$ cat config.mk
export PLATFORM = sky130hd
export DESIGN_NAME = int_mul
export DESIGN_NICKNAME = d
export VERILOG_FILES = /design/src/verilog/int_mul.sv
export VERILOG_INCLUDE_DIRS = /design/src /design/src/verilog
export SDC_FILE = /design/constraint.sdc
export NUM_CORES = 2
export LEC_CHECK = 0
export ABC_AREA = 1
export BUFFER_PORTS_ARGS = -buffer_cell sky130_fd_sc_hd__clkbuf_2
export CAP_MARGIN = 20
export CORE_ASPECT_RATIO = 1.75
export CORE_MARGIN = 2
export CORE_UTILIZATION = 56
export DETAILED_ROUTE_END_ITERATION = 10
export PLACE_DENSITY = 0.76
export REMOVE_ABC_BUFFERS = 1
export SLEW_MARGIN = 20
export SYNTH_ARGS = -nofsm -noshare
export SYNTH_HDL_FRONTEND = slang
export SYNTH_SLANG_ARGS = --single-unit
$ cat constraint.sdc
create_clock -name clk -period 9 [get_ports clk]
set_input_delay 1.8 -clock clk [delete_from_list [all_inputs] [get_ports clk]]
set_output_delay 1.8 -clock clk [all_outputs]
set_load 0.05 [all_outputs]
$ cat src/verilog/cpu_settings.svh
`ifndef CPU_SETTINGS_SVH
`define CPU_SETTINGS_SVH

// datapath and address width
`define CPU_XLEN 32

// general register file
`define CPU_NREGS   16
`define CPU_RADDR_W 4

// first fetch address out of reset
`define CPU_RESET_PC 32'h0000_0000

// cycles the bench waits for halt
`define CPU_TIMEOUT 20000

// 1 gives a signed product, 0 unsigned
`define CPU_MUL_SIGNED 1'b1

`endif
$ cat src/verilog/int_mul.sv
`timescale 1ns/1ps
`include "cpu_settings.svh"

module int_mul #(
  parameter bit SIGNED = `CPU_MUL_SIGNED
) (
  input  logic                     clk,
  input  logic                     start,
  input  logic [`CPU_XLEN-1:0]     in1,
  input  logic [`CPU_XLEN-1:0]     in2,
  output logic [2*`CPU_XLEN-1:0]   product
);

  logic [2*`CPU_XLEN-1:0] product_next;

  generate
    if (SIGNED) begin : g_signed
      // operands sign-extend to the full 64-bit context
      assign product_next = $signed(in1) * $signed(in2);
    end else begin : g_unsigned
      assign product_next = in1 * in2;
    end
  endgenerate

  // product holds until the next start
  always_ff @(posedge clk) begin
    if (start) begin
      product <= product_next;
    end
  end

endmodule

# --- Word level (Yosys, flattened, before mapping) ---
# Index checks and enable logic that the tools add are counted.
op_classes:
  addsub: 0
  n_bitwise: 0
  shift: 0
  n_eq_ne: 0
  multipliers: 1
  div_mod_pow: 0
  order_cmp: 0
  n_mux: 0
  reduce_logical: 0
op_table:
  columns: ["cell", "count"]
  rows:
  - ["$mul A32 B32 Y64", 1]
totals:
  n_memories: 0
  out_inout_bits: 64
  mem_bits_rw: 0
  ff_bits: 64
  latch_bits: 0
  input_bits: 66
  romBits: 0

# --- Logic depth before layout (Yosys ltp) ---
logic_depth:
  word_depth: 1
  depth_mapped: 31

# --- Least setup slack after synthesis ---
# No wires, ideal clock.
synth_timing:
  path_type: "input to register"
  start: "in in1[31]"
  end: "reg product[56] (data pin)"
  t_arrival_ns: 8.388
  path_buffers: 1
  required_ns: 8.746
  cell_stages: 26
  slack_ns: 0.358
  setup_time_ns: 0.254
  cell_sequence: "clkbuf_1 -> nand2_1 -> inv_1 -> fa_1 -> inv_1 -> fa_1 -> inv_1 -> fa_1 -> fa_1 -> inv_1 -> fa_1 -> inv_1 -> fa_1 -> inv_1 -> fa_1 -> fa_1 -> inv_1 -> ha_1 -> a21o_1 -> nor2_1 -> nor2_1 -> or2_2 -> nor2_1 -> nand3_1 -> nand2_1 -> nand2_1"
synth_between:
  elab_chain_len: 1
synth_lines:
  columns: ["element", "line", "rtl"]
  rows:
  - ["start: declaration", "int_mul.sv:9", "input logic [`CPU_XLEN-1:0] in1,"]
  - ["$mul A32 B32 Y64", "int_mul.sv:19", "assign product_next = $signed(in1) * $signed(in2);"]
  - ["via product_next[56]", "int_mul.sv:14", "logic [2*`CPU_XLEN-1:0] product_next;"]
  - ["end signal: assignment", "int_mul.sv:28", "product <= product_next;"]
  - ["end: declaration", "int_mul.sv:11", "output logic [2*`CPU_XLEN-1:0] product"]
# The timed path passes the listed nets, and every way through them passes these cells.
# A chain may end at the register's enable or synchronous reset.

# --- Worst setup path after layout ---
layout_timing:
  start: "in in2[10]"
  end: "reg product[62] (data pin)"
layout_between:
  elab_chain_len: 1
layout_lines:
  columns: ["element", "line", "rtl"]
  rows:
  - ["start: declaration", "int_mul.sv:10", "input logic [`CPU_XLEN-1:0] in2,"]
  - ["$mul A32 B32 Y64", "int_mul.sv:19", null]
  - ["via product_next[62]", "int_mul.sv:14", null]
# The timed path passes the listed nets, and every way through them passes these cells.

==> flow_metrics.py <==
metrics = {
    "status": {
        "status": "finished, final reports clean",
    },
    "setup_path": {
        "critPathMaxStageDelay_ns": 0.56,
        "start_kind": "input pin",
        "cp_common_cell": "fa_1",
        "crit_buf_inv": 8,
        "worst-setup-path-type": "input pin to register",
        "cp-end-kind": "register",
        "crit_family": "adder cells",
        "cp.required_ns": 9.14,
        "worstPathArrival_ns": 8.74,
        "worst_path_max_delay_cell": "fa_1",
        "cp_max_fo": 15,
    },
    "logic_synthesis": {
        "ys_types": 32,
        "syn_inst": 5046,
        "syn-mean-instance-area_um2": 8.03,
        "synth_top_area_share_pct": 53.5,
        "synth_area_um2": 40500,
        "ys_warn_count": 0,
        "yosysTopAreaCell": "fa_1",
        "synthArstFlopShare_pct": 0,
        "synth-seq-cells": 64,
        "seq_area_frac_synth_pct": 4.75,
        "synth_edf_count": 64,
        "synth_area_leaders": "fa_1 53%, inv_1 15%, nand2_1 13%",
        "synth_flop_cell": "edfxtp_1",
    },
    "clock_tree": {
        "clockRootBuffer": "clkbuf_16",
        "cts-htree-levels": 3,
        "post-cts-setup-buffers": 0,
        "clk_pin_slew_ns": 0.06,
        "tritoncts": "yes",
        "cts_resized": 0,
        "cts_buffers": 9,
        "cts_hold_buf": 0,
        "clockBufferDepth": 2,
        "clock_sink_count": 64,
    },
    "place": {
        "gp_congestion": 0.989,
        "hpwlAfterDp_mm": 105,
        "io_buffers": 129,
    },
    "route": {
        "first_pass_iters": 6,
        "drt-initial-drc-count": 1968,
        "avgRoutedWirePerCell_um": 19.4,
        "routed_wl_mm": 120,
        "via_count": 32202,
        "drcViolationCount": 0,
        "ant_nets": 0,
        "via_per_inst": 5.24,
    },
    "timing": {
        "tightest_slew_ns": 1.03,
        "period_share_pct": 95.7,
        "hold_viol": 0,
        "setup-tns-final_ns": 0,
        "slew_viol_final": 0,
        "max_freq_ghz": 0.116,
        "rsz0062_at_grt": "false",
        "max_slew_margin_pct": 31.3,
        "period_needed_ns": 8.61,
        "finalSetupViolCount": 0,
    },
    "job": {
        "drv_cap": 0,
    },
    "die": {
        "core_region_area_um2": 71700,
        "fp.dieW_um": 207,
        "die_height_um": 360,
        "die_area_um2": 74600,
        "initial_core_util_pct": 56.5,
        "placementRows": 130,
        "boundaryPins": 130,
    },
    "worst_hold_path": {
        "hp-class": "input pin to register",
        "hold_end": "product[4]",
        "whs_path_depth": 2,
        "min-delay-start": "start",
    },
    "global_routing": {
        "grt_overflow": 0,
        "grt_max_degree": 65,
        "gr-usage-all-layers_pct": 33.7,
        "grt_pass1_vias": 36611,
        "grt_antenna_before_repair": 2,
        "grt_pass1_wl_mm": 191,
    },
    "layout": {
        "layout.nets": 6551,
        "reg_top3": "product x64",
        "drive_above_1_share_pct": 7.79,
        "fill_cells": 6158,
        "top_register": "product",
        "area_growth_pct": 8.80,
        "largest_register_ffs": 64,
    },
}
==> through the flow <==
step / area (um2) / setup WS (ns) / hold slack [ns] / instances / util [%]
after detailed placement: 43800 / 0.0266 / 2.36 / 6132 / 61.0
after CTS: 44100 / 0.419 / 2.23 / 6148 / 61.4
after floorplan: 39800 / 0.594 / 1.91 / 4854 / -
final: 44100 / 0.390 / 2.23 / 6149 / 61.4
after global routing: 44100 / 0.0152 / 2.26 / 6149 / 61.4
after global placement: 43800 / 0.140 / 2.36 / 6132 / 61.0
==> how the worst max path moves through the flow <==
stage / to / start / cells after the start
2_1_floorplan: product[56] / in2[2] / 23
3_3_place_gp: product[37] / in2[10] / 26
3_5_place_dp: product[62] / in2[10] / 25
4_1_cts: product[62] / in2[10] / 25
5_1_grt: product[63] / in1[31] / 25
6_report: product[62] / in2[10] / 26
==> cells by family (layout without fill, tap and decap cells) <==
group / Yosys count / in the layout / share of synthesized area (%)
AO/OA/AOI/OAI: 104 / 104 / 1.38
AND/OR/NAND/NOR: 1725 / 1725 / 16.8
flip-flops: 64 / 64 / 4.75
other: 0 / 1 / 0
buffers and inverters: 1851 / 2029 / 17.2
adder cells (fa/ha/maj): 1266 / 1266 / 59.2
XOR/XNOR: 36 / 36 / 0.779
==> layout make-up <==
type | instances | area [um2] | share of cell area [%]
Multi-Input combinational cell | 3131 | 31600 | 71.8
Clock inverter | 6 | 60.1 | 0.136
Clock buffer | 10 | 229 | 0.520
Inverter | 1659 | 6230 | 14.1
Sequential cell | 64 | 1920 | 4.36
Antenna cell | 1 | 2.50 | 0.00568
Timing Repair Buffer | 354 | 2840 | 6.44
Tap cell | 924 | 1160 | 2.62
==> layer usage <==
| metal | part of all wire [%] | global-route usage [%] | up-vias |
|---|---|---|---|
| li1 | - | - | 14172 |
| met1 | 32 | 34.6 | 16141 |
| met2 | 54 | 63.0 | 1339 |
| met3 | 5.6 | 4.48 | 550 |
| met4 | 8.2 | 23.1 | 0 |
| met5 | 0 | 0 | - |
==> cells in the mapped netlist (8+ instances only) <==
| master | number |
|---|---|
| nand2_2 | 8 |
| o21ai_0 | 20 |
| nor2_2 | 11 |
| fa_1 | 1082 |
| edfxtp_1 | 64 |
| inv_1 | 1659 |
| xor2_1 | 30 |
| a21oi_1 | 67 |
| nand4_1 | 20 |
| or2_2 | 8 |
| nor2_1 | 139 |
| nand2_1 | 1444 |
| o21bai_1 | 9 |
| clkbuf_1 | 192 |
| ha_1 | 184 |
| nand3_1 | 69 |
==> placed cells by master, fill, tap and decap left out, types with 2 or more instances in the layout <==
cell type / count
inv_1: 1659
o21bai_1: 9
fa_1: 1082
nor2_2: 11
or2_2: 8
nor4_1: 4
ha_1: 184
buf_12: 40
nand4_1: 20
nor3_1: 7
nand3_2: 7
nor2_4: 2
a21o_1: 2
clkinv_2: 2
clkbuf_16: 9
xor2_1: 30
nand2_2: 8
nor2_1: 139
o21ai_0: 20
nand2_1: 1444
a21oi_1: 67
edfxtp_1: 64
o21ai_1: 2
xnor2_1: 6
o21a_1: 2
nand3_1: 69
buf_4: 185
clkbuf_2: 128
Power is left out: the tool's default activity adds up to more than one toggle a clock period on the data nets, which glitch-free logic cannot reach.
