### src/verilog/cpu_settings.svh
`ifndef CPU_SETTINGS_SVH
`define CPU_SETTINGS_SVH

// datapath and address width
`define CPU_XLEN 32

// general register file
`define CPU_NREGS   16
`define CPU_RADDR_W 4

// first fetch address out of reset
`define CPU_RESET_PC 32'h0000_0000

// cycles the bench waits for halt
`define CPU_TIMEOUT 20000

// 1 gives a signed product, 0 unsigned
`define CPU_MUL_SIGNED 1'b1

`endif
### src/verilog/cpu_pkg.sv
`include "cpu_settings.svh"

package cpu_pkg;

  typedef enum logic [3:0] {
    op_nop  = 4'h0,
    op_ldi  = 4'h1,
    op_add  = 4'h2,
    op_sub  = 4'h3,
    op_and  = 4'h4,
    op_or   = 4'h5,
    op_xor  = 4'h6,
    op_mul  = 4'h7,
    op_mulh = 4'h8,
    op_ld   = 4'h9,
    op_st   = 4'ha,
    op_bra  = 4'hb,
    op_beq  = 4'hc,
    op_bne  = 4'hd,
    op_halt = 4'he  // 4'hf is undefined
  } opcode_e;

  typedef enum logic [3:0] {
    fetch,
    fetch_wait,
    decode,
    exec,
    mul_wait,
    mem_addr,
    mem_read,
    mem_write,
    write_back,
    branch,
    halted
  } state_e;

  typedef enum logic [2:0] {
    alu_add,
    alu_sub,
    alu_and,
    alu_or,
    alu_xor,
    alu_pass_b
  } alu_op_e;

  typedef enum logic [1:0] {pc_hold, pc_plus4, pc_branch} pc_sel_e;
  typedef enum logic [0:0] {mar_hold, mar_alu} mar_sel_e;
  typedef enum logic [2:0] {mdr_hold, mdr_bus, mdr_reg1, mdr_prod_lo, mdr_prod_hi} mdr_sel_e;
  typedef enum logic [1:0] {reg_alu, reg_mdr, reg_imm} reg_sel_e;
  typedef enum logic [0:0] {alu1_reg1, alu1_pc} alu1_sel_e;
  typedef enum logic [0:0] {alu2_reg2, alu2_imm} alu2_sel_e;

  typedef struct packed {
    logic carry;
    logic negative;
    logic overflow;
    logic zero;
  } alu_flags_t;

  typedef struct packed {
    pc_sel_e                 pc_sel;
    mar_sel_e                mar_sel;
    mdr_sel_e                mdr_sel;
    reg_sel_e                reg_sel;
    alu1_sel_e               alu1_sel;
    alu2_sel_e               alu2_sel;
    alu_op_e                 alu_op;
    logic                    reg_write;
    logic [`CPU_RADDR_W-1:0] reg_read_addr1;
    logic [`CPU_RADDR_W-1:0] reg_read_addr2;
    logic [`CPU_RADDR_W-1:0] reg_write_addr;
    logic                    ir_write;
    logic                    ccr_write;
    logic                    mul_start;
    logic                    addr_sel;  // 1 puts mar on the bus
  } ctrl_word_t;

endpackage

### src/verilog/alu.sv
`timescale 1ns/1ps
`include "cpu_settings.svh"

module alu
  import cpu_pkg::*;
(
  input  logic [`CPU_XLEN-1:0] in1,
  input  logic [`CPU_XLEN-1:0] in2,
  input  alu_op_e              op,
  output logic [`CPU_XLEN-1:0] result,
  output alu_flags_t           flags
);

  localparam int MSB = `CPU_XLEN - 1;

  logic [`CPU_XLEN:0] sum;
  logic [`CPU_XLEN:0] diff;

  assign sum  = {1'b0, in1} + {1'b0, in2};
  assign diff = {1'b0, in1} - {1'b0, in2};

  always_comb begin
    flags.carry    = 1'b0;
    flags.overflow = 1'b0;
    case (op)
      alu_add: begin
        result         = sum[MSB:0];
        flags.carry    = sum[`CPU_XLEN];
        flags.overflow = (in1[MSB] == in2[MSB]) && (sum[MSB] != in1[MSB]);
      end
      alu_sub: begin
        result         = diff[MSB:0];
        flags.carry    = diff[`CPU_XLEN];  // borrow out
        flags.overflow = (in1[MSB] != in2[MSB]) && (diff[MSB] != in1[MSB]);
      end
      alu_and:    result = in1 & in2;
      alu_or:     result = in1 | in2;
      alu_xor:    result = in1 ^ in2;
      alu_pass_b: result = in2;
      default:    result = in2;
    endcase
    flags.negative = result[MSB];
    flags.zero     = (result == '0);
  end

endmodule

### config.mk
export PLATFORM = sky130hd
export DESIGN_NAME = alu
export DESIGN_NICKNAME = d
export VERILOG_FILES = /design/src/verilog/cpu_pkg.sv /design/src/verilog/alu.sv
export VERILOG_INCLUDE_DIRS = /design/src /design/src/verilog
export SDC_FILE = /design/constraint.sdc
export NUM_CORES = 1
export LEC_CHECK = 0
export BUFFER_PORTS_ARGS = -buffer_cell sky130_fd_sc_hd__buf_2
export CAP_MARGIN = 20
export CORE_MARGIN = 2
export CORE_UTILIZATION = 47
export DETAILED_ROUTE_END_ITERATION = 8
export PLACE_DENSITY = 0.78
export SLEW_MARGIN = 30
export SYNTH_ARGS = -nofsm -noshare
export SYNTH_HDL_FRONTEND = slang
export SYNTH_SLANG_ARGS = --single-unit
### constraint.sdc
create_clock -name vclk -period 13.3
set_input_delay 1.33 -clock vclk [all_inputs]
set_output_delay 1.33 -clock vclk [all_outputs]
set_load 0.01 [all_outputs]
Yosys cells after proc, flatten, opt, wreduce, memory -nomap -nowiden. Index checks and enable logic that the tools add are counted.

Add/subtract/negate cells: 2. Bitwise logic cells: 3. Equality and inequality tests: 8. Muxes and demuxes: 3. Reductions and logical operators: 4.

Operator list (count): $pmux 32 s5 (1); $add 32x32->33 (1); $sub 32x32->33 (1); $and 32x32->32 (1); $logic_not 32->1 (1); $or 32x32->32 (1); $xor 32x32->32 (1); $eq 3x2->1 const B (2); $pmux 1 s2 (2); $eq 3x1->1 const B (1); $eq 3x3->1 const B (1); $logic_not 3->1 (1); $ne 1x1->1 (3); $logic_and 1x1->1 (2); $eq 1x1->1 (1).

Word-level logic and storage cells: 20. Bits in registers: 0. Output and inout port bits: 36. Input bits: 67.

Depth between registers and ports, before layout.
Word-level depth: 4. Mapped depth: 15. Depth with buffers taken out: 15.

Worst setup path before layout. OpenSTA, ideal clock, no wires.

Kind: input -> output. Start point: in in2[1]. End point: out flags[0] (netlist name). Path buffers: 0. Stages: 13. Data required time: 11970 ps. Data arrival time: 5172 ps. Slack: 6798 ps. Cell sequence: inv_1 > ha_1 > o21ba_2 > or4_4 > a2111oi_4 > o21ai_1 > and3_1 > o31ai_1 > a22oi_1 > or4_1 > or4_1 > or4_1 > nor4_2.

RTL lines: from (decl) (line alu.sv:8) `` input logic [`CPU_XLEN-1:0] in2, ``; to (decl) (line alu.sv:11) `output alu_flags_t flags`.

==> impl_metrics.csv <==
group,metric,value,unit
outcome,outcome,"complete, no violations",
floorplan,die_area,0.01363,mm²
cts,ctsResizeCount,0,
cts,cts_hold_buf,0,
yosys,yosysWarnings,0,
yosys,syn-num-nets,1116,
worst_setup_path,worst-path-max-fanout,5,
drt,drc_errors,0,
worst_setup_path,critPathMaxStageDelay,0.58,ns
sta,fmax,138.7,MHz
yosys,ys_top_cells_by_area,"ha_1 22%, a21oi_1 9.2%, inv_1 6.3%",
sta,setup_tns,0,ns
power_and_ir_drop,ir_worst_vdd,0.00001779,V
cts,post_cts_buffers,0,
floorplan,num_io_pins,103,
placement,dp_hpwl,16500,µm
floorplan,die_w,116.7,µm
drt,vias_per_cell,6.437,
layout,syn_to_final_growth,9.236,%
layout,seqCellArea,0,µm²
yosys,avgSynthCellArea,6.336,µm²
sta,maxSlewViolCount,0,
floorplan,start_util,0.4773,
yosys,syn_inst,943,
global_route,antenna_found_initial,0,
global_route,grt_pass1_wl,34150,µm
yosys,yosysSeqAreaShare,0,
drt,antenna_left,0,
drt,totalWireLength,21670,µm
global_route,grt_pass1_vias,6842,
layout,n_antenna_cell,0,
sta,setup_viol_count_final,0,
sta,fin_crit,7.210,ns
placement,gp_congestion,1.021,
global_route,grt.overflow.total,0,
yosys,ys_types,77,
placement,dpl-instance-area,0.006526,mm²
worst_setup_path,required,11.97,ns
flow_run,maxCapViolCount,0,
floorplan,dieHeight,116.7,µm
worst_setup_path,crit_chain,"buf_2 > inv_1 > ha_1 > o21ba_2 > or4_4 > a2111oi_4 > o21ai_1 > and3_1 > o31ai_1 > a22oi_1 > or4_1 > or4_1 > or4_1 > nor4_2 > buf_2",
sta,rsz0062_at_grt,"no",
placement,io_buffer_count,103,
worst_setup_path,cp-end-kind,"primary output",
drt,dr.first_iter.drc_count,887,
worst_setup_path,critical_path_buf_inv_count,3,
power_and_ir_drop,cellPowerDensity,46.05,mW/mm²
layout,nets,1168,
worst_setup_path,startpoint_type,"input pin",
drt,num_vias,7499,
worst_setup_path,crit_top_cell,"or4_1",
power_and_ir_drop,power_leakage,3.128,nW
sta,min_period_over_period,0.5421,
yosys,synth_area,0.005974,mm²
layout,fin_area,0.006526,mm²
global_route,track_usage,0.3095,
layout,nClkBuffers,0,
yosys,synth.top_cell.area_share,0.2178,
floorplan,rows,41,
sta,max_slew_margin,0.4456,
worst_setup_path,worstPathArrival,5.88,ns
drt,drt_pass1_iterations,5,
sta,finalHoldViolCount,0,
sta,worstMarginPinSlew,0.8296,ns
global_route,grt_max_degree,74,
layout,nFlopsAndLatches,0,
worst_setup_path,critPathSlowestCell,"or4_1",
worst_setup_path,critPathTopFamily,"simple AND/OR/NAND/NOR gates",
yosys,synth_top_cell_by_area,"ha_1",
floorplan,coreArea,0.01252,mm²
worst_setup_path,critPathKind,"in2out",
drt,wl_per_cell,18.60,µm
layout,drive_above_1_share,0.1349,
hold_path,min_path_type,"in2out",
-- through the flow --
| step | setup slack (ns) | hold WS [ns] | utilization | instances | total power, mW |
|---|---|---|---|---|---|
| floorplan | 6.798 | 2.824 | - | 943 | 0.2023 |
| global placement | 6.275 | 3.015 | 0.5213 | 1165 | 0.2902 |
| detailed placement | 6.199 | 3.012 | 0.5214 | 1165 | 0.2905 |
| CTS | 6.202 | 3.012 | 0.5214 | 1165 | 0.2922 |
| global route | 5.900 | 3.032 | 0.5214 | 1165 | 0.3277 |
| finish | 6.090 | 3.005 | 0.5214 | 1165 | 0.3005 |
-- final cells by class --
class / instances / area [µm²]
fill: 1317 / 5991
inverter: 101 / 379.1
multi-input combinational: 779 / 5341
tap: 172 / 215.2
timing repair buffer: 113 / 590.6
-- routing by layer --
metal	routed length, µm	vias up	GRT usage
met1	8838	3404	0.4111
met4	1208	0	0.1624
met5	0	-	0
li1	-	3527	-
met2	9518	476	0.4975
met3	2108	92	0.02750
-- cells in the mapped netlist (5+ instances only) --
library cell and instances:
inv_1 101, clkbuf_1 53, nand3_1 18, a311oi_1 6, or3_1 9, nor2_1 85
o31ai_1 17, a211oi_1 6, o22ai_1 9, a21oi_1 110, o211ai_1 21, ha_1 104
nand2_1 88, a21o_1 15, o21bai_1 7, buf_1 5, o21a_1 6, xnor2_1 14
a221oi_1 6, nor3_1 22, nor2b_1 8, o21ai_0 66, a22oi_1 17, mux2i_1 7
o311ai_0 5, a31oi_1 10, a211o_1 5, nand4_1 8, o211a_1 5, or2_2 8
and3_1 10, o2111ai_1 6, or4_1 7
-- final timing paths --
| kind | slack, ns | startpoint | end | cells past startpoint |
|---|---|---|---|---|
| max | 6.09 | in1[1] | flags[0] | 15 |
| min | 3.00 | in2[29] | result[29] | 4 |
-- placed cells by master (no fill, tap or decap), types with 5 or more instances in the layout --
cell type	n
buf_4	10
nor2b_1	8
or3_1	9
nand3_1	18
or4_1	7
nand4_1	8
buf_2	103
or2_2	8
o211a_1	5
a22oi_1	17
o2111ai_1	6
a211o_1	5
o311ai_0	5
a221oi_1	6
a21o_1	15
o22ai_1	9
nor2_1	84
ha_1	104
o21a_1	6
o31ai_1	17
mux2i_1	7
o21ai_0	66
nor3_1	22
nand2_1	88
inv_1	101
a311oi_1	6
a211oi_1	6
o211ai_1	21
and3_1	10
xnor2_1	14
a31oi_1	10
o21bai_1	7
a21oi_1	110
-- report_power, final --
part	leakage [nW]	internal (mW)	total (mW)	switching, mW
combinational	3.13	0.108	0.301	0.193
clock	0	0	0	0
sequential	0	0	0	0
total	3.13	0.108	0.301	0.193
-- cells by family (layout without fill, tap and decap cells) --
kind of cell	after synthesis	in the layout	synth area share
AOI/OAI and AO/OA	366	366	0.4086
buffers and inverters	164	214	0.1066
and+or+nand+nor	284	284	0.2228
xor gates and xnor gates	15	15	0.02199
muxes	8	8	0.01550
adders and majority gates	106	106	0.2245
(Power assumes the default switching activity.)
