===== config.mk =====
export PLATFORM = sky130hd
export DESIGN_NAME = register_file
export DESIGN_NICKNAME = d
export VERILOG_FILES = /design/src/verilog/register_file.sv
export VERILOG_INCLUDE_DIRS = /design/src /design/src/verilog
export SDC_FILE = /design/constraint.sdc
export NUM_CORES = 1
export LEC_CHECK = 0
export BUFFER_PORTS_ARGS = -buffer_cell sky130_fd_sc_hd__buf_2
export CORE_ASPECT_RATIO = 1.5
export CORE_MARGIN = 2
export CORE_UTILIZATION = 64
export DETAILED_ROUTE_END_ITERATION = 10
export PLACE_DENSITY = 0.82
export SYNTH_ARGS = -nofsm -noshare
export SYNTH_HDL_FRONTEND = slang
export SYNTH_SLANG_ARGS = --single-unit
export TNS_END_PERCENT = 50

===== constraint.sdc =====
create_clock -name clk -period 5.2 [get_ports clk]
set_clock_uncertainty 0.2 [all_clocks]
set_input_delay 1.04 -clock clk [delete_from_list [all_inputs] [get_ports clk]]
set_output_delay 1.04 -clock clk [all_outputs]
set_load 0.005 [all_outputs]

===== src/verilog/cpu_settings.svh =====
`ifndef CPU_SETTINGS_SVH
`define CPU_SETTINGS_SVH

// datapath and address width
`define CPU_XLEN 32

// general register file
`define CPU_NREGS   16
`define CPU_RADDR_W 4

// first fetch address out of reset
`define CPU_RESET_PC 32'h0000_0000

// cycles the bench waits for halt
`define CPU_TIMEOUT 20000

// 1 gives a signed product, 0 unsigned
`define CPU_MUL_SIGNED 1'b1

`endif

===== src/verilog/register_file.sv =====
`timescale 1ns/1ps
`include "cpu_settings.svh"

module register_file (
  input  logic                    clk,
  input  logic                    reset_n,
  input  logic [`CPU_RADDR_W-1:0] read_addr1,
  input  logic [`CPU_RADDR_W-1:0] read_addr2,
  input  logic [`CPU_RADDR_W-1:0] write_addr,
  input  logic [`CPU_XLEN-1:0]    write_data,
  input  logic                    write_en,
  output logic [`CPU_XLEN-1:0]    data1,
  output logic [`CPU_XLEN-1:0]    data2
);

  logic [`CPU_XLEN-1:0] regs [`CPU_NREGS];

  // r0 is a normal register here
  always_ff @(posedge clk or negedge reset_n) begin
    if (!reset_n) begin
      for (int i = 0; i < `CPU_NREGS; i++) begin
        regs[i] <= '0;
      end
    end else if (write_en) begin
      regs[write_addr] <= write_data;
    end
  end

  // async read ports
  assign data1 = regs[read_addr1];
  assign data2 = regs[read_addr2];

endmodule


# == Word-level counts from Yosys, hierarchy flattened ==
# Index checks and enable logic that the tools add are counted.
# Widths: inputs -> output; s select.
# word_totals
reg_bits,512
inputBits,47
output_inout_bits,64
word_cells,33
# op_classes
magnitude_cmp,4
mux,9
bitwise_logic,3
reduce_logical,1
# op_table
cell,n
$bwmux 512,1
$bmux 32 s4,2
$mux 32,5
$demux 32 s4,1
$ge 5x5->1 const B,3
$not 4->5,3
$lt 5x1->1 const B,1
$logic_and 1x1->1,1

# == Longest topological paths before layout ==
# Gate-level depths: netlist of the first run.
# logic_depth
word_depth,6
mapped_depth,5
ltp_nobuf,3

# == Least setup slack after synthesis of the first run ==
# Ideal clock, no wire load.
# synth_path
path_type,input to output
start,in read_addr1[0]
end,out data1[11]
t_arrival_ns,2.359
required_ns,3.960
slack_ns,1.601
stages,5
path_buffers,2
path_cell_list,buf_2 -> buf_2 -> mux4_2 -> a22oi_1 -> nand2_1
# synth_via
elab_chain_cells,4
# synth_rtl
item,line,text
from (decl),register_file.sv:7,"input logic [`CPU_RADDR_W-1:0] read_addr1,"
$not 4->5 (not written as such),register_file.sv:30,assign data1 = regs[read_addr1];
$bmux 32 s4,register_file.sv:30,
$mux 32 (not written as such) (2 in a row),register_file.sv:30,
to (decl),register_file.sv:12,"output logic [`CPU_XLEN-1:0] data1,"
# Every way passes these cells. The select of a mux whose other input is x is not followed.

# == Final worst setup path of the first run ==
# layout_path
start,in read_addr2[0]
end,out data2[6]
# layout_via
elab_chain_cells,4
# layout_rtl
item,line,text
from (decl),register_file.sv:8,"input logic [`CPU_RADDR_W-1:0] read_addr2,"
$not 4->5 (not written as such),register_file.sv:31,assign data2 = regs[read_addr2];
$bmux 32 s4,register_file.sv:31,
$mux 32 (not written as such) (2 in a row),register_file.sv:31,
to (decl),register_file.sv:13,output logic [`CPU_XLEN-1:0] data2
# Every way passes these cells. The select of a mux whose other input is x is not followed.

==> results of run 1 <==
==> power by group <==
group	internal (mW)	total, mW	switching, mW
Sequential	4.92	5.63	0.706
Clock	2.20	3.76	1.56
Combinational	1.73	2.76	1.04
==> layout make-up <==
| type | count | share of cell area [%] |
|---|---|---|
| Antenna cell | 11 | 0.0936 |
| Clock buffer | 80 | 5.43 |
| Clock inverter | 11 | 0.396 |
| Multi-Input combinational cell | 993 | 44.4 |
| Sequential cell | 512 | 43.6 |
| Tap cell | 511 | 2.17 |
| Timing Repair Buffer | 167 | 3.93 |
==> cells by family after synthesis <==
| family | Yosys count | share of synthesized area (%) |
|---|---|---|
| compound gates | 128 | 3.63 |
| buf+inv | 170 | 2.77 |
| flops | 512 | 48.4 |
| mux | 768 | 43.6 |
| simple gates | 97 | 1.59 |
==> Yosys cell counts (all sizes together) <==
master,number
dfrtp,512
mux2,512
mux4,256
a22oi,128
clkbuf,95
buf,75
nand2,66
nor2,8
nor3,6
nor2b,4
nand2b,3
and2,2
nand3,2
nand3b,2
or3,2
nor4,1
or4,1
==> worst paths after layout <==
kind / to / cells past startpoint / from
max in group asynchronous: regs[343]$_DFFE_PN0P_ / 2 / reset_n
hold / removal: regs[168]$_DFFE_PN0P_ / 1 / reset_n
hold reg to reg: regs[209]$_DFFE_PN0P_ / 1 / regs[209]$_DFFE_PN0P_
min in group clk: regs[209]$_DFFE_PN0P_ / 1 / regs[209]$_DFFE_PN0P_
setup reg to reg: regs[510]$_DFFE_PN0P_ / 1 / regs[510]$_DFFE_PN0P_
setup / recovery: data2[6] / 6 / read_addr2[0]
==> metrics by stage <==
step	power, mW	util [%]
final	12.2	71.7
after global routing	12.6	71.7
after CTS	12.2	71.7
after detailed placement	8.40	67.5
after global placement	8.19	67.5
after floorplan	7.48	-
==> routing by layer <==
layer  vias to the layer above  track usage (%)  wire length, µm
li1                       6669                -                -
met1                      9059             45.3            26400
met2                       847             57.4            36400
met3                       208             7.21             5920
met4                         2             18.4             3740
met5                         -                0                9
==> results.sh, run 1 <==
export IMPL_status="complete, no violations"
export IMPL_fin_crit_sh_pct=81.3
export IMPL_path_cells="clkbuf_8, buf_4, mux4_2, a22oi_1, nand2_1, buf_2"
export IMPL_cp_slowest_stage_delay_ns=0.54
export IMPL_grt_max_degree=113
export IMPL_vias=16785
export IMPL_ant_nets=0
export IMPL_arrival_ns=2.99
export IMPL_final_cell_mix="dfrtp_1 (512), mux2_2 (509), mux4_2 (256)"
export IMPL_fp_dieH_um=253
export IMPL_first_iter_violations=1610
export IMPL_synth_avg_cell_area_um2=15.8
export IMPL_remaining_drc_errors=0
export IMPL_syn_nets=1722
export IMPL_cts_sinks=512
export IMPL_postCtsSetupRepairBufs=0
export IMPL_synth_top_area_share_pct=48.4
export IMPL_clk_pin_slew_worst_paths_ns=0.06
export IMPL_worstSetupPathType="input port to output port"
export IMPL_num_rows=91
export IMPL_power_density_mw_per_mm2=413
export IMPL_numPortBuffers=110
export IMPL_ir_worst_vdd_uv=338
export IMPL_slowest_stage="mux4_2"
export IMPL_synthCells=1675
export IMPL_placed_area_mm2=0.0277
export IMPL_fmax_mhz=236
export IMPL_fin_cells=2285
export IMPL_core_mm2=0.0410
export IMPL_hold_viol=0
export IMPL_fin_area_mm2=0.0294
export IMPL_crit_required_ns=3.96
export IMPL_regArea_mm2=0.0128
export IMPL_grt_pass1_vias=18000
export IMPL_fin_ws_ns=0.970
export IMPL_synth_area_leaders="dfrtp_1 (48%), mux4_2 (22%), mux2_2 (22%)"
export IMPL_area_growth_pct=11.1
export IMPL_via_per_inst=7.35
export IMPL_dp_cells=2183
export IMPL_cp_num_buf_inv=3
export IMPL_antenna_found_initial=13
export IMPL_ios=111
export IMPL_hold_class="input port to asynchronous set/reset pin"
export IMPL_place_worst_setup_slack_ns=0.930
export IMPL_p_leak_nw=12.3
export IMPL_synth_warnings=0
export IMPL_setup_viol=0
export IMPL_dr_pass1_iters=5
export IMPL_hold_buffers=0
export IMPL_reg_top3="regs (512)"
export IMPL_cts_root_buf="clkbuf_16"
export IMPL_finalCriticalPeriod_ns=4.23
export IMPL_clock_latency_ns=0.57
export IMPL_slew_headroom_pct=32.8
export IMPL_cts_root_to_sink_buffers=3
export IMPL_hold_slack_ns=0.285
export IMPL_synth_area_mm2=0.0265
export IMPL_overflow=0
export IMPL_crit_path_max_fanout=36
export IMPL_largest_reg_flops=512
export IMPL_die_area_mm2=0.0430
export IMPL_place_congestion=0.797
export IMPL_wl_per_cell_um=31.7
export IMPL_end_kind="output port"
export IMPL_ys_seq_area_share_pct=48.4
export IMPL_cts_tree="done"
export IMPL_worst_slew_pin_slew_ns=1.01
export IMPL_top_register="regs"
export IMPL_r2r_setup_slack_ns=4.18
export IMPL_cts_inserted_buffers=51
export IMPL_drive_gt1_share_pct=58.8
export IMPL_die_w_um=170
export IMPL_fillers=2545
export IMPL_drv_cap=0
export IMPL_cts_max_level=2
export IMPL_start_util_pct=64.5
export IMPL_synth_seq_cells=512
export IMPL_grt_pass1_wl_um=111000
export IMPL_hpwl_um=42100
export IMPL_slew_viol_final=0
export IMPL_finalNetCount=1772
export IMPL_layout_commonest_cell="dfrtp_1"
export IMPL_start_kind="input port"
export IMPL_cts_resized=0
export IMPL_rsz0062_at_grt="false"
export IMPL_fin_tns_setup_ns=0
export IMPL_multi_input_area_mm2=0.0130
export IMPL_cp_top_family="buffers and inverters"
export IMPL_yosysTopAreaCell="dfrtp_1"
export IMPL_drt_total_wl_um=72500
export IMPL_yosysUniqueCellTypes=18
export IMPL_grt_usage_pct=35.3
Power figures use the tool's default switching activity.
==> run 2: changes to the inputs <==
--- a/config.mk
+++ b/config.mk
@@ -9,9 +9,9 @@
 export BUFFER_PORTS_ARGS = -buffer_cell sky130_fd_sc_hd__buf_2
 export CORE_ASPECT_RATIO = 1.5
 export CORE_MARGIN = 2
-export CORE_UTILIZATION = 64
+export CORE_UTILIZATION = 62
 export DETAILED_ROUTE_END_ITERATION = 10
-export PLACE_DENSITY = 0.82
+export PLACE_DENSITY = 0.8
 export SYNTH_ARGS = -nofsm -noshare
 export SYNTH_HDL_FRONTEND = slang
 export SYNTH_SLANG_ARGS = --single-unit
==> constraint.sdc (replaced) <==
create_clock -name clk -period 4.4 [get_ports clk]
set_clock_uncertainty 0.2 [all_clocks]
set_input_delay 0.88 -clock clk [delete_from_list [all_inputs] [get_ports clk]]
set_output_delay 0.88 -clock clk [all_outputs]
set_load 0.005 [all_outputs]
==> results.sh, run 2 (synthesized netlist as in run 1, its figures left out) <==
export IMPL_hold_viol=0
export IMPL_globalRouteMet1Util_pct=43.5
export IMPL_finalNetCount=1783
export IMPL_cts_root_to_sink_buffers=3
export IMPL_area_growth_pct=12.3
export IMPL_numPortBuffers=110
export IMPL_ios=111
export IMPL_ant_nets=0
export IMPL_grt_pass1_vias=18308
export IMPL_crit_path_max_fanout=32
export IMPL_r2r_setup_slack_ns=3.34
export IMPL_critPathLaunch="read_addr2[0]"
export IMPL_grt_pass1_wl_um=112000
export IMPL_fin_cells=2347
export IMPL_start_kind="input port"
export IMPL_status="complete, no violations"
export IMPL_cts_sinks=512
export IMPL_top_register="regs"
export IMPL_reg2reg_to="regs[501]$_DFFE_PN0P_"
export IMPL_crit_required_ns=3.32
export IMPL_cp_top_family="buffers and inverters"
export IMPL_cts_max_level=2
export IMPL_cp_num_buf_inv=3
export IMPL_num_rows=92
export IMPL_wl_per_cell_um=31.4
export IMPL_slew_viol_final=0
export IMPL_start_util_pct=62.8
export IMPL_cts_root_buf="clkbuf_16"
export IMPL_first_iter_violations=1566
export IMPL_grt_use_met2_pct=55.5
export IMPL_hpwl_um=42900
export IMPL_dp_cells=2248
export IMPL_finalCriticalPeriod_ns=3.77
export IMPL_rr_startpoint="regs[501]$_DFFE_PN0P_"
export IMPL_fmax_mhz=265
export IMPL_cts_tree="done"
export IMPL_via_per_inst=7.20
export IMPL_clk_pin_slew_worst_paths_ns=0.06
export IMPL_path_cells="clkbuf_8, buf_12, mux4_2, a22oi_1, nand2_1, buf_2"
export IMPL_fp_dieH_um=257
export IMPL_worstSetupPathType="input port to output port"
export IMPL_end_kind="output port"
export IMPL_postCtsSetupRepairBufs=0
export IMPL_slowest_stage="mux4_2"
export IMPL_core_mm2=0.0421
export IMPL_setup_viol=0
export IMPL_fin_tns_setup_ns=0
export IMPL_vias=16905
export IMPL_layout_commonest_cell="dfrtp_1"
export IMPL_final_cell_mix="dfrtp_1 (512), mux2_2 (509), mux4_2 (256)"
export IMPL_arrival_ns=2.69
export IMPL_drv_cap=0
export IMPL_power_density_mw_per_mm2=489
export IMPL_grt_max_degree=101
export IMPL_p_leak_nw=12.5
export IMPL_rsz0062_at_grt="false"
export IMPL_cp_slowest_stage_delay_ns=0.53
export IMPL_reg2reg_depth=1
export IMPL_cts_resized=0
export IMPL_place_worst_setup_slack_ns=0.623
export IMPL_grt_busiest_layer="met2"
export IMPL_drive_gt1_share_pct=59.0
export IMPL_reg_top3="regs (512)"
export IMPL_clock_latency_ns=0.58
export IMPL_die_area_mm2=0.0444
export IMPL_overflow=0
export IMPL_ir_worst_vdd_uv=438
export IMPL_use_met3_pct=6.69
export IMPL_largest_reg_flops=512
export IMPL_antenna_found_initial=10
export IMPL_drt_total_wl_um=73800
export IMPL_worst_slew_pin_slew_ns=1.04
export IMPL_remaining_drc_errors=0
export IMPL_cts_inserted_buffers=50
export IMPL_fin_ws_ns=0.626
export IMPL_fin_crit_sh_pct=85.8
export IMPL_finalPower_mw=14.5
export IMPL_slew_headroom_pct=30.7
export IMPL_hold_class="input port to asynchronous set/reset pin"
export IMPL_hold_buffers=0
export IMPL_dr_pass1_iters=5
export IMPL_grt_usage_pct=33.8
export IMPL_place_congestion=0.811
export IMPL_die_w_um=173
[run 2: final cells by class]
cell class	instances	area, µm²
clock inverter	13	218
clock buffer	77	1550
antenna	9	22.5
sequential	512	12800
multi-input combinational	993	13000
timing repair buffer	179	1370
tap	564	706
fill	2752	12400
[run 2: metal layers]
metal	share of wire (%)	vias to the layer above
met5	0.018	-
met4	4.5	2
met3	7.7	210
met2	51	881
met1	37	9140
li1	-	6672
[run 2: worst max-delay path by stage]
stage / end / slack, ns / cells after the start
after detailed placement: data2[14] / 0.62 / 6
after global placement: data2[17] / 0.60 / 6
final: data2[25] / 0.63 / 6
after floorplan: data1[11] / 1.12 / 5
after global routing: data2[14] / 0.51 / 6
after CTS: data2[14] / 0.62 / 6
[run 2: per-stage QoR]
stage                     utilization (%)  instance area [µm²]  hold WS, ns
final                                70.6                29700        0.121
after global placement               66.3                27900        0.289
after floorplan                         -                26500        0.277
after CTS                            70.5                29700        0.195
after detailed placement             66.3                27900        0.313
after global routing                 70.6                29700        0.203
[run 2: power breakdown]
group	leakage (nW)	switching (mW)	internal (mW)	total, mW
logic	5.31	1.21	2.05	3.27
clock network	0.868	1.83	2.76	4.59
registers	6.28	0.852	5.81	6.67
total	12.5	3.90	10.6	14.5
