**src/verilog/cpu_settings.svh**
```systemverilog
`ifndef CPU_SETTINGS_SVH
`define CPU_SETTINGS_SVH

// datapath and address width
`define CPU_XLEN 32

// general register file
`define CPU_NREGS   16
`define CPU_RADDR_W 4

// first fetch address out of reset
`define CPU_RESET_PC 32'h0000_0000

// cycles the bench waits for halt
`define CPU_TIMEOUT 20000

// 1 gives a signed product, 0 unsigned
`define CPU_MUL_SIGNED 1'b1

`endif
```
**src/verilog/cpu_pkg.sv**
```systemverilog
`include "cpu_settings.svh"

package cpu_pkg;

  typedef enum logic [3:0] {
    op_nop  = 4'h0,
    op_ldi  = 4'h1,
    op_add  = 4'h2,
    op_sub  = 4'h3,
    op_and  = 4'h4,
    op_or   = 4'h5,
    op_xor  = 4'h6,
    op_mul  = 4'h7,
    op_mulh = 4'h8,
    op_ld   = 4'h9,
    op_st   = 4'ha,
    op_bra  = 4'hb,
    op_beq  = 4'hc,
    op_bne  = 4'hd,
    op_halt = 4'he  // 4'hf is undefined
  } opcode_e;

  typedef enum logic [3:0] {
    fetch,
    fetch_wait,
    decode,
    exec,
    mul_wait,
    mem_addr,
    mem_read,
    mem_write,
    write_back,
    branch,
    halted
  } state_e;

  typedef enum logic [2:0] {
    alu_add,
    alu_sub,
    alu_and,
    alu_or,
    alu_xor,
    alu_pass_b
  } alu_op_e;

  typedef enum logic [1:0] {pc_hold, pc_plus4, pc_branch} pc_sel_e;
  typedef enum logic [0:0] {mar_hold, mar_alu} mar_sel_e;
  typedef enum logic [2:0] {mdr_hold, mdr_bus, mdr_reg1, mdr_prod_lo, mdr_prod_hi} mdr_sel_e;
  typedef enum logic [1:0] {reg_alu, reg_mdr, reg_imm} reg_sel_e;
  typedef enum logic [0:0] {alu1_reg1, alu1_pc} alu1_sel_e;
  typedef enum logic [0:0] {alu2_reg2, alu2_imm} alu2_sel_e;

  typedef struct packed {
    logic carry;
    logic negative;
    logic overflow;
    logic zero;
  } alu_flags_t;

  typedef struct packed {
    pc_sel_e                 pc_sel;
    mar_sel_e                mar_sel;
    mdr_sel_e                mdr_sel;
    reg_sel_e                reg_sel;
    alu1_sel_e               alu1_sel;
    alu2_sel_e               alu2_sel;
    alu_op_e                 alu_op;
    logic                    reg_write;
    logic [`CPU_RADDR_W-1:0] reg_read_addr1;
    logic [`CPU_RADDR_W-1:0] reg_read_addr2;
    logic [`CPU_RADDR_W-1:0] reg_write_addr;
    logic                    ir_write;
    logic                    ccr_write;
    logic                    mul_start;
    logic                    addr_sel;  // 1 puts mar on the bus
  } ctrl_word_t;

endpackage

```
**src/verilog/control.sv**
```systemverilog
`timescale 1ns/1ps
`include "cpu_settings.svh"

module control
  import cpu_pkg::*;
(
  input  logic                 clk,
  input  logic                 reset_n,
  input  logic [`CPU_XLEN-1:0] ir,
  input  alu_flags_t           ccr,
  input  logic                 waitrequest,
  output ctrl_word_t           ctrl,
  output logic                 read,
  output logic                 write,
  output logic                 halt
);

  state_e                  state;
  state_e                  state_next;
  opcode_e                 opcode;
  logic [`CPU_RADDR_W-1:0] ra;
  logic [`CPU_RADDR_W-1:0] rb;
  logic [`CPU_RADDR_W-1:0] rc;
  logic                    take_branch;

  assign opcode = opcode_e'(ir[31:28]);
  assign ra     = ir[27:24];
  assign rb     = ir[23:20];
  assign rc     = ir[19:16];

  always_comb begin
    case (opcode)
      op_bra:  take_branch = 1'b1;
      op_beq:  take_branch = ccr.zero;
      op_bne:  take_branch = !ccr.zero;
      default: take_branch = 1'b0;
    endcase
  end

  always_comb begin
    state_next = state;
    case (state)
      fetch: state_next = fetch_wait;
      fetch_wait: begin
        if (!waitrequest) state_next = decode;
      end
      decode: begin
        case (opcode)
          op_ld, op_st: state_next = mem_addr;
          op_nop, op_ldi, op_add, op_sub, op_and, op_or, op_xor,
          op_mul, op_mulh, op_bra, op_beq, op_bne: state_next = exec;
          default: state_next = halted;  // halt and undefined opcodes
        endcase
      end
      exec: begin
        case (opcode)
          op_mul, op_mulh:        state_next = mul_wait;
          op_bra, op_beq, op_bne: state_next = branch;
          default:                state_next = write_back;
        endcase
      end
      mul_wait: state_next = write_back;
      mem_addr: state_next = (opcode == op_st) ? mem_write : mem_read;
      mem_read: begin
        if (!waitrequest) state_next = write_back;
      end
      mem_write: begin
        if (!waitrequest) state_next = write_back;
      end
      write_back: state_next = fetch_wait;
      branch:     state_next = fetch_wait;
      halted:     state_next = halted;
      default:    state_next = halted;
    endcase
  end

  // strobes follow the next state so they rise with it and stay flat in a stall
  always_ff @(posedge clk or negedge reset_n) begin
    if (!reset_n) begin
      state <= fetch;
      read  <= 1'b0;
      write <= 1'b0;
    end else begin
      state <= state_next;
      read  <= (state_next == fetch_wait) || (state_next == mem_read);
      write <= (state_next == mem_write);
    end
  end

  assign halt = (state == halted);

  always_comb begin
    ctrl                = '0;
    ctrl.pc_sel         = pc_hold;
    ctrl.mar_sel        = mar_hold;
    ctrl.mdr_sel        = mdr_hold;
    ctrl.reg_sel        = reg_alu;
    ctrl.alu1_sel       = alu1_reg1;
    ctrl.alu2_sel       = alu2_reg2;
    ctrl.alu_op         = alu_pass_b;
    ctrl.reg_read_addr1 = rb;
    ctrl.reg_read_addr2 = rc;
    ctrl.reg_write_addr = ra;
    case (state)
      fetch_wait: begin
        if (!waitrequest) begin
          ctrl.ir_write = 1'b1;
          ctrl.pc_sel   = pc_plus4;
        end
      end
      decode: begin
        case (opcode)
          op_beq, op_bne: begin  // compare ra with rb
            ctrl.reg_read_addr1 = ra;
            ctrl.reg_read_addr2 = rb;
            ctrl.alu_op         = alu_sub;
            ctrl.ccr_write      = 1'b1;
          end
          op_st: begin
            ctrl.reg_read_addr1 = ra;
            ctrl.mdr_sel        = mdr_reg1;  // store data
          end
          default: ;
        endcase
      end
      exec: begin
        case (opcode)
          op_add, op_sub, op_and, op_or, op_xor: begin
            ctrl.ccr_write = 1'b1;
            case (opcode)
              op_add:  ctrl.alu_op = alu_add;
              op_sub:  ctrl.alu_op = alu_sub;
              op_and:  ctrl.alu_op = alu_and;
              op_or:   ctrl.alu_op = alu_or;
              default: ctrl.alu_op = alu_xor;
            endcase
          end
          op_mul, op_mulh: ctrl.mul_start = 1'b1;
          op_bra, op_beq, op_bne: begin
            ctrl.alu1_sel = alu1_pc;  // pc already points past the branch
            ctrl.alu2_sel = alu2_imm;
            ctrl.alu_op   = alu_add;
          end
          default: ;
        endcase
      end
      mul_wait: ctrl.mdr_sel = (opcode == op_mulh) ? mdr_prod_hi : mdr_prod_lo;
      mem_addr: begin
        ctrl.alu2_sel = alu2_imm;
        ctrl.alu_op   = alu_add;
        ctrl.mar_sel  = mar_alu;
      end
      mem_read: begin
        ctrl.addr_sel = 1'b1;
        if (!waitrequest) ctrl.mdr_sel = mdr_bus;
      end
      mem_write: ctrl.addr_sel = 1'b1;
      write_back: begin
        case (opcode)
          op_ldi: begin
            ctrl.reg_sel   = reg_imm;
            ctrl.reg_write = 1'b1;
          end
          op_ld, op_mul, op_mulh: begin
            ctrl.reg_sel   = reg_mdr;
            ctrl.reg_write = 1'b1;
          end
          op_add, op_sub, op_and, op_or, op_xor: ctrl.reg_write = 1'b1;
          default: ;  // nop and st write nothing
        endcase
      end
      branch: begin
        if (take_branch) ctrl.pc_sel = pc_branch;
      end
      default: ;
    endcase
  end

  state_known: assert property (@(posedge clk) disable iff (!reset_n)
    !$isunknown(state));

  bad_opcode_halts: assert property (@(posedge clk) disable iff (!reset_n)
    (state == decode && ir[31:28] == 4'hf) |=> (state == halted));

endmodule

```
**config.mk**
```make
export PLATFORM = sky130hd
export DESIGN_NAME = control
export DESIGN_NICKNAME = d
export VERILOG_FILES = /design/src/verilog/cpu_pkg.sv /design/src/verilog/control.sv
export VERILOG_INCLUDE_DIRS = /design/src /design/src/verilog
export SDC_FILE = /design/constraint.sdc
export NUM_CORES = 1
export LEC_CHECK = 0
export ABC_AREA = 0
export BUFFER_PORTS_ARGS = -buffer_cell sky130_fd_sc_hd__buf_2
export CAP_MARGIN = 10
export CORE_MARGIN = 2
export CORE_UTILIZATION = 35
export DETAILED_ROUTE_END_ITERATION = 10
export PLACE_DENSITY_LB_ADDON = 0.2
export RECOVER_POWER = 25
export SYNTH_ARGS = -nofsm -noshare
export SYNTH_HDL_FRONTEND = slang
export SYNTH_SLANG_ARGS = --single-unit
export TNS_END_PERCENT = 20
```
**constraint.sdc**
```tcl
create_clock -name clk -period 2.65 [get_ports clk]
set_input_delay 0.3975 -clock clk [delete_from_list [all_inputs] [get_ports clk]]
set_output_delay 0.3975 -clock clk [all_outputs]
set_load 0.02 [all_outputs]
```
**After elaboration in Yosys (flattened, before gate mapping)**

Memories as Yosys holds them, arrays and structs flattened.
Cells that the tools add are included.
W data, S select, Z words.

- Register bits: 6
- Memory bits (read-only): 64
- Bits of input ports: 39
- Output and inout bits: 33
- Logic and storage cells: 78
- Memories: 1

Memory list:

| name | words | bits a word | read ports | clocked after Yosys merged registers in | wr ports | RTL line | RTL |
|---|---|---|---|---|---|---|---|
| (no name shown) | 16 | 4 | 1 | 0 | 0 | control.sv:48 | `case (opcode)` |

- Equal/unequal tests: 26
- Mux-type cells: 36
- Reductions and logical operators: 12

Operators by type and width:

| kind | count |
|---|---|
| $eq A4 B3 Y1 const B | 10 |
| $eq A4 B4 Y1 const B | 9 |
| $pmux W4 S7 | 1 |
| $pmux W3 S3 | 2 |
| $eq A4 B2 Y1 const B | 4 |
| $mux W4 | 4 |
| $mux W1 | 14 |
| $eq A4 B1 Y1 const B | 3 |
| $pmux W3 S4 | 1 |
| $reduce_or A3 Y1 | 4 |
| $reduce_or A9 Y1 | 1 |
| $mux W2 | 4 |
| $mux W8 | 1 |
| $pmux W2 S2 | 2 |
| $pmux W4 S2 | 1 |
| $mux W3 | 2 |
| $pmux W3 S2 | 1 |
| $reduce_or A2 Y1 | 3 |
| $reduce_or A5 Y1 | 1 |
| $logic_not A4 Y1 | 1 |
| $pmux W1 S2 | 2 |
| $pmux W1 S3 | 1 |
| $logic_not A1 Y1 | 1 |
| $logic_or A1 B1 Y1 | 1 |

**Logic depth before layout (Yosys ltp)**

- Depth in word-level cells: 6
- Depth in mapped cells: 7
- Gate-level depth less buffers: 7

**Worst setup path after synthesis**

No wires, ideal clock.

- Path kind: input port to output port
- Start: input port ir[29]
- End: output port ctrl[29] in the netlist's numbering
- Arrival time: 1926 ps
- Required time: 2253 ps
- Path slack: 327 ps
- Stages on the path: 4
- Buffers on the path: 0
- Cell sequence: inv_1 ha_1 mux2i_1 a2111oi_0

RTL lines:

| element | RTL line | RTL |
|---|---|---|
| from (decl) | control.sv:9 | `` input logic [`CPU_XLEN-1:0] ir, `` |
| to (decl) | control.sv:12 | `output ctrl_word_t ctrl,` |

==> results.ini <==
[clock_network]
cts_tree=built
cts_hold_buffers=1
cts_resized=0
cts_buffers=3
clock_sink_count=6
cts_setup_buffers=0
cts_root_buffer=clkbuf_4
clock_path_buffers=2
clk_pin_slew_worst_paths_ns=0.04
clkLatencyLatePin_ns=0.24
h-tree-depth=1

[setup_path]
slowest_delay_ns=0.58
crit_fanout=5
worstPathRequired_ns=2.25
critical_path_arrival_ns=2.05
critPathKind=flop to output port
cp_cell_sequence=or4b_4, nor2_1, mux2_2, buf_2
path_buf_inv=1
crit_path_end_kind=output port
cp-start-kind=flop
slowest_stage=or4b_4
path_delay_family=simple AND/OR/NAND/NOR gates

[cells_and_area]
nNetsFinal=216
n_fill_cell=265
synthToLayoutAreaGrowth_pct=35.0
drive_gt1_share_pct=40.4
insertedDiodeCount=0

[synth]
synth_edf_count=0
synthTopCellsByArea=dfrtp_1 (17%), mux2_2 (10%), ha_1 (5.6%)
yosys.area.top_type=dfrtp_1
synthDistinctLibCells=41
ys_seq_area_share_pct=16.7
syn_area_sq_um=897
synthTopCellsByCount=nor2_1 (11), mux2_2 (8), o21ai_0 (8), a21oi_1 (7)
synth_most_common_cell=nor2_1
ys_ff_latch=6
synth_fp_nets=162
syn_inst=119
synth_top_flop_cell=dfrtp_1
synth_top_area_share_pct=16.7
ys_async_sr_fraction_pct=100
avgSynthCellArea_sq_um=7.54
ys_warn_count=0

[sta]
fmax_mhz=408
slew_violations=0
min_period_ns=2.45
setup_viol=0
setup-tns-final_ns=0
max_slew_margin_pct=59.6
final_hold_viol_count=0
layout_setup_ws_ns=0.202
rsz0062_at_grt=no
finalCritPeriodShare_pct=92.4
clock_skew_ns=0.00250
worstMarginPinSlew_ns=0.598

[route]
drc=0
avgViaCountPerCell=5.55
drt_iter0_drc=31
vias=1116
wl_um=2570
dr.pass1.iters=4
wl_per_cell_um=12.8
ant_nets=0

[placed_design]
io_buffers=52
pre_cts_slack_ns=0.212
dpl.hpwl_um=2060
routabilityCongestion=0.849

[floorplanning]
die_x_um=54.6
core_area_sq_mm=0.00245
io_pins=72
initial_utilization_pct=36.5
rows=18
die_h_um=54.6
die_area_sq_mm=0.00298

[pwr]
clock_power_share_pct=31.9
switching_power_mw=0.0806
p_leak_nw=0.584
combPwrFrac_pct=32.8
p_int_mw=0.179
seqPwrFrac_pct=35.4
peakVddDrop_v=0.000196
p_sw_share_pct=31.0
power.density_mw_per_mm2=215

[global_routing]
antenna_found_initial=0
grt_max_degree=17
grt_use_total_pct=17.5
grt_pass1_vias=933
grt-ovfl-total=0
grt_first_pass_wirelength_um=3870

[run_status]
status=finished clean

[hold_path]
hold_class=input port to async pin

[flow_run]
maxCapViolations=0

metal layers:
metal | track usage [%] | vias to the layer above | routed length [um]
met1 | 22.7 | 518 | 1140
met5 | 0 | - | 0
met3 | 4.10 | 0 | 222
li1 | - | 541 | -
met2 | 29.4 | 57 | 1210
met4 | 3.33 | 0 | 0
layout by cell type (no fill, tap or decap), drive strengths merged, types with 2 or more instances in the layout:
| cell type | n |
|---|---|
| or4b | 2 |
| o211ai | 3 |
| nand3b | 4 |
| nor2b | 5 |
| clkbuf | 9 |
| or3 | 2 |
| nor3 | 6 |
| a21oi | 7 |
| nor4 | 3 |
| mux2 | 8 |
| nand2 | 4 |
| buf | 53 |
| inv | 5 |
| nand2b | 4 |
| nor2 | 11 |
| ha | 4 |
| a211oi | 2 |
| or2 | 4 |
| nor3b | 2 |
| dfrtp | 6 |
| o21ai | 8 |
flip-flops by register name, summed over array words and instances (netlist names):
name   count
read       1
state      4
write      1
final timing paths:
path,end,start,slack (ns),cells past startpoint
hold reg to reg,state[2]$_DFF_PN0_,state[2]$_DFF_PN0_,0.75,3
setup / recovery,ctrl[8],state[0]$_DFF_PN0_,0.20,4
setup reg to reg,read$_DFF_PN0_,state[0]$_DFF_PN0_,0.75,5
min in group clk,state[1]$_DFF_PN0_,waitrequest,0.62,3
hold / removal,state[0]$_DFF_PN0_,reset_n,0.55,2
max in group asynchronous,state[2]$_DFF_PN0_,reset_n,1.87,2
logic make-up after synthesis:
group           after synthesis  synth area share (%)
compound gates               31                  22.5
fa+ha+maj                     4                  5.58
buf+inv                      16                  8.93
flops                         6                  16.7
mux                           9                  11.2
simple gates                 53                  35.1
per-stage QoR:
| stage | power [mW] | std cells | utilization, % | cell area, sq um | hold slack [ns] |
|---|---|---|---|---|---|
| final | 0.260 | 201 | 49.3 | 1210 | 0.547 |
| after global routing | 0.277 | 201 | 49.3 | 1210 | 0.589 |
| after floorplan | 0.147 | 119 | - | 897 | 0.102 |
| after detailed placement | 0.178 | 197 | 48.3 | 1190 | 0.223 |
| after global placement | 0.177 | 197 | 48.3 | 1190 | 0.221 |
| after CTS | 0.265 | 201 | 49.6 | 1220 | 0.502 |
cell type report:
cell class / instances / area (sq um) / share of cell area, %
inverters: 5 / 18.8 / 1.55
flip-flops and latches: 6 / 150 / 12.4
clock buffers: 3 / 22.5 / 1.86
well taps: 30 / 37.5 / 3.10
multi-input cells: 97 / 667 / 55.1
repair buffers: 60 / 315 / 26.0
power groups by stage:
stage	Clock, mW	Combinational (mW)	Sequential, mW
floorplan	0	0.0535	0.0933
global placement	0	0.0833	0.0933
detailed placement	0	0.0849	0.0933
CTS	0.0866	0.0864	0.0920
global route	0.0915	0.0938	0.0918
finish	0.0828	0.0852	0.0920
Power figures use the tool's default switching activity.
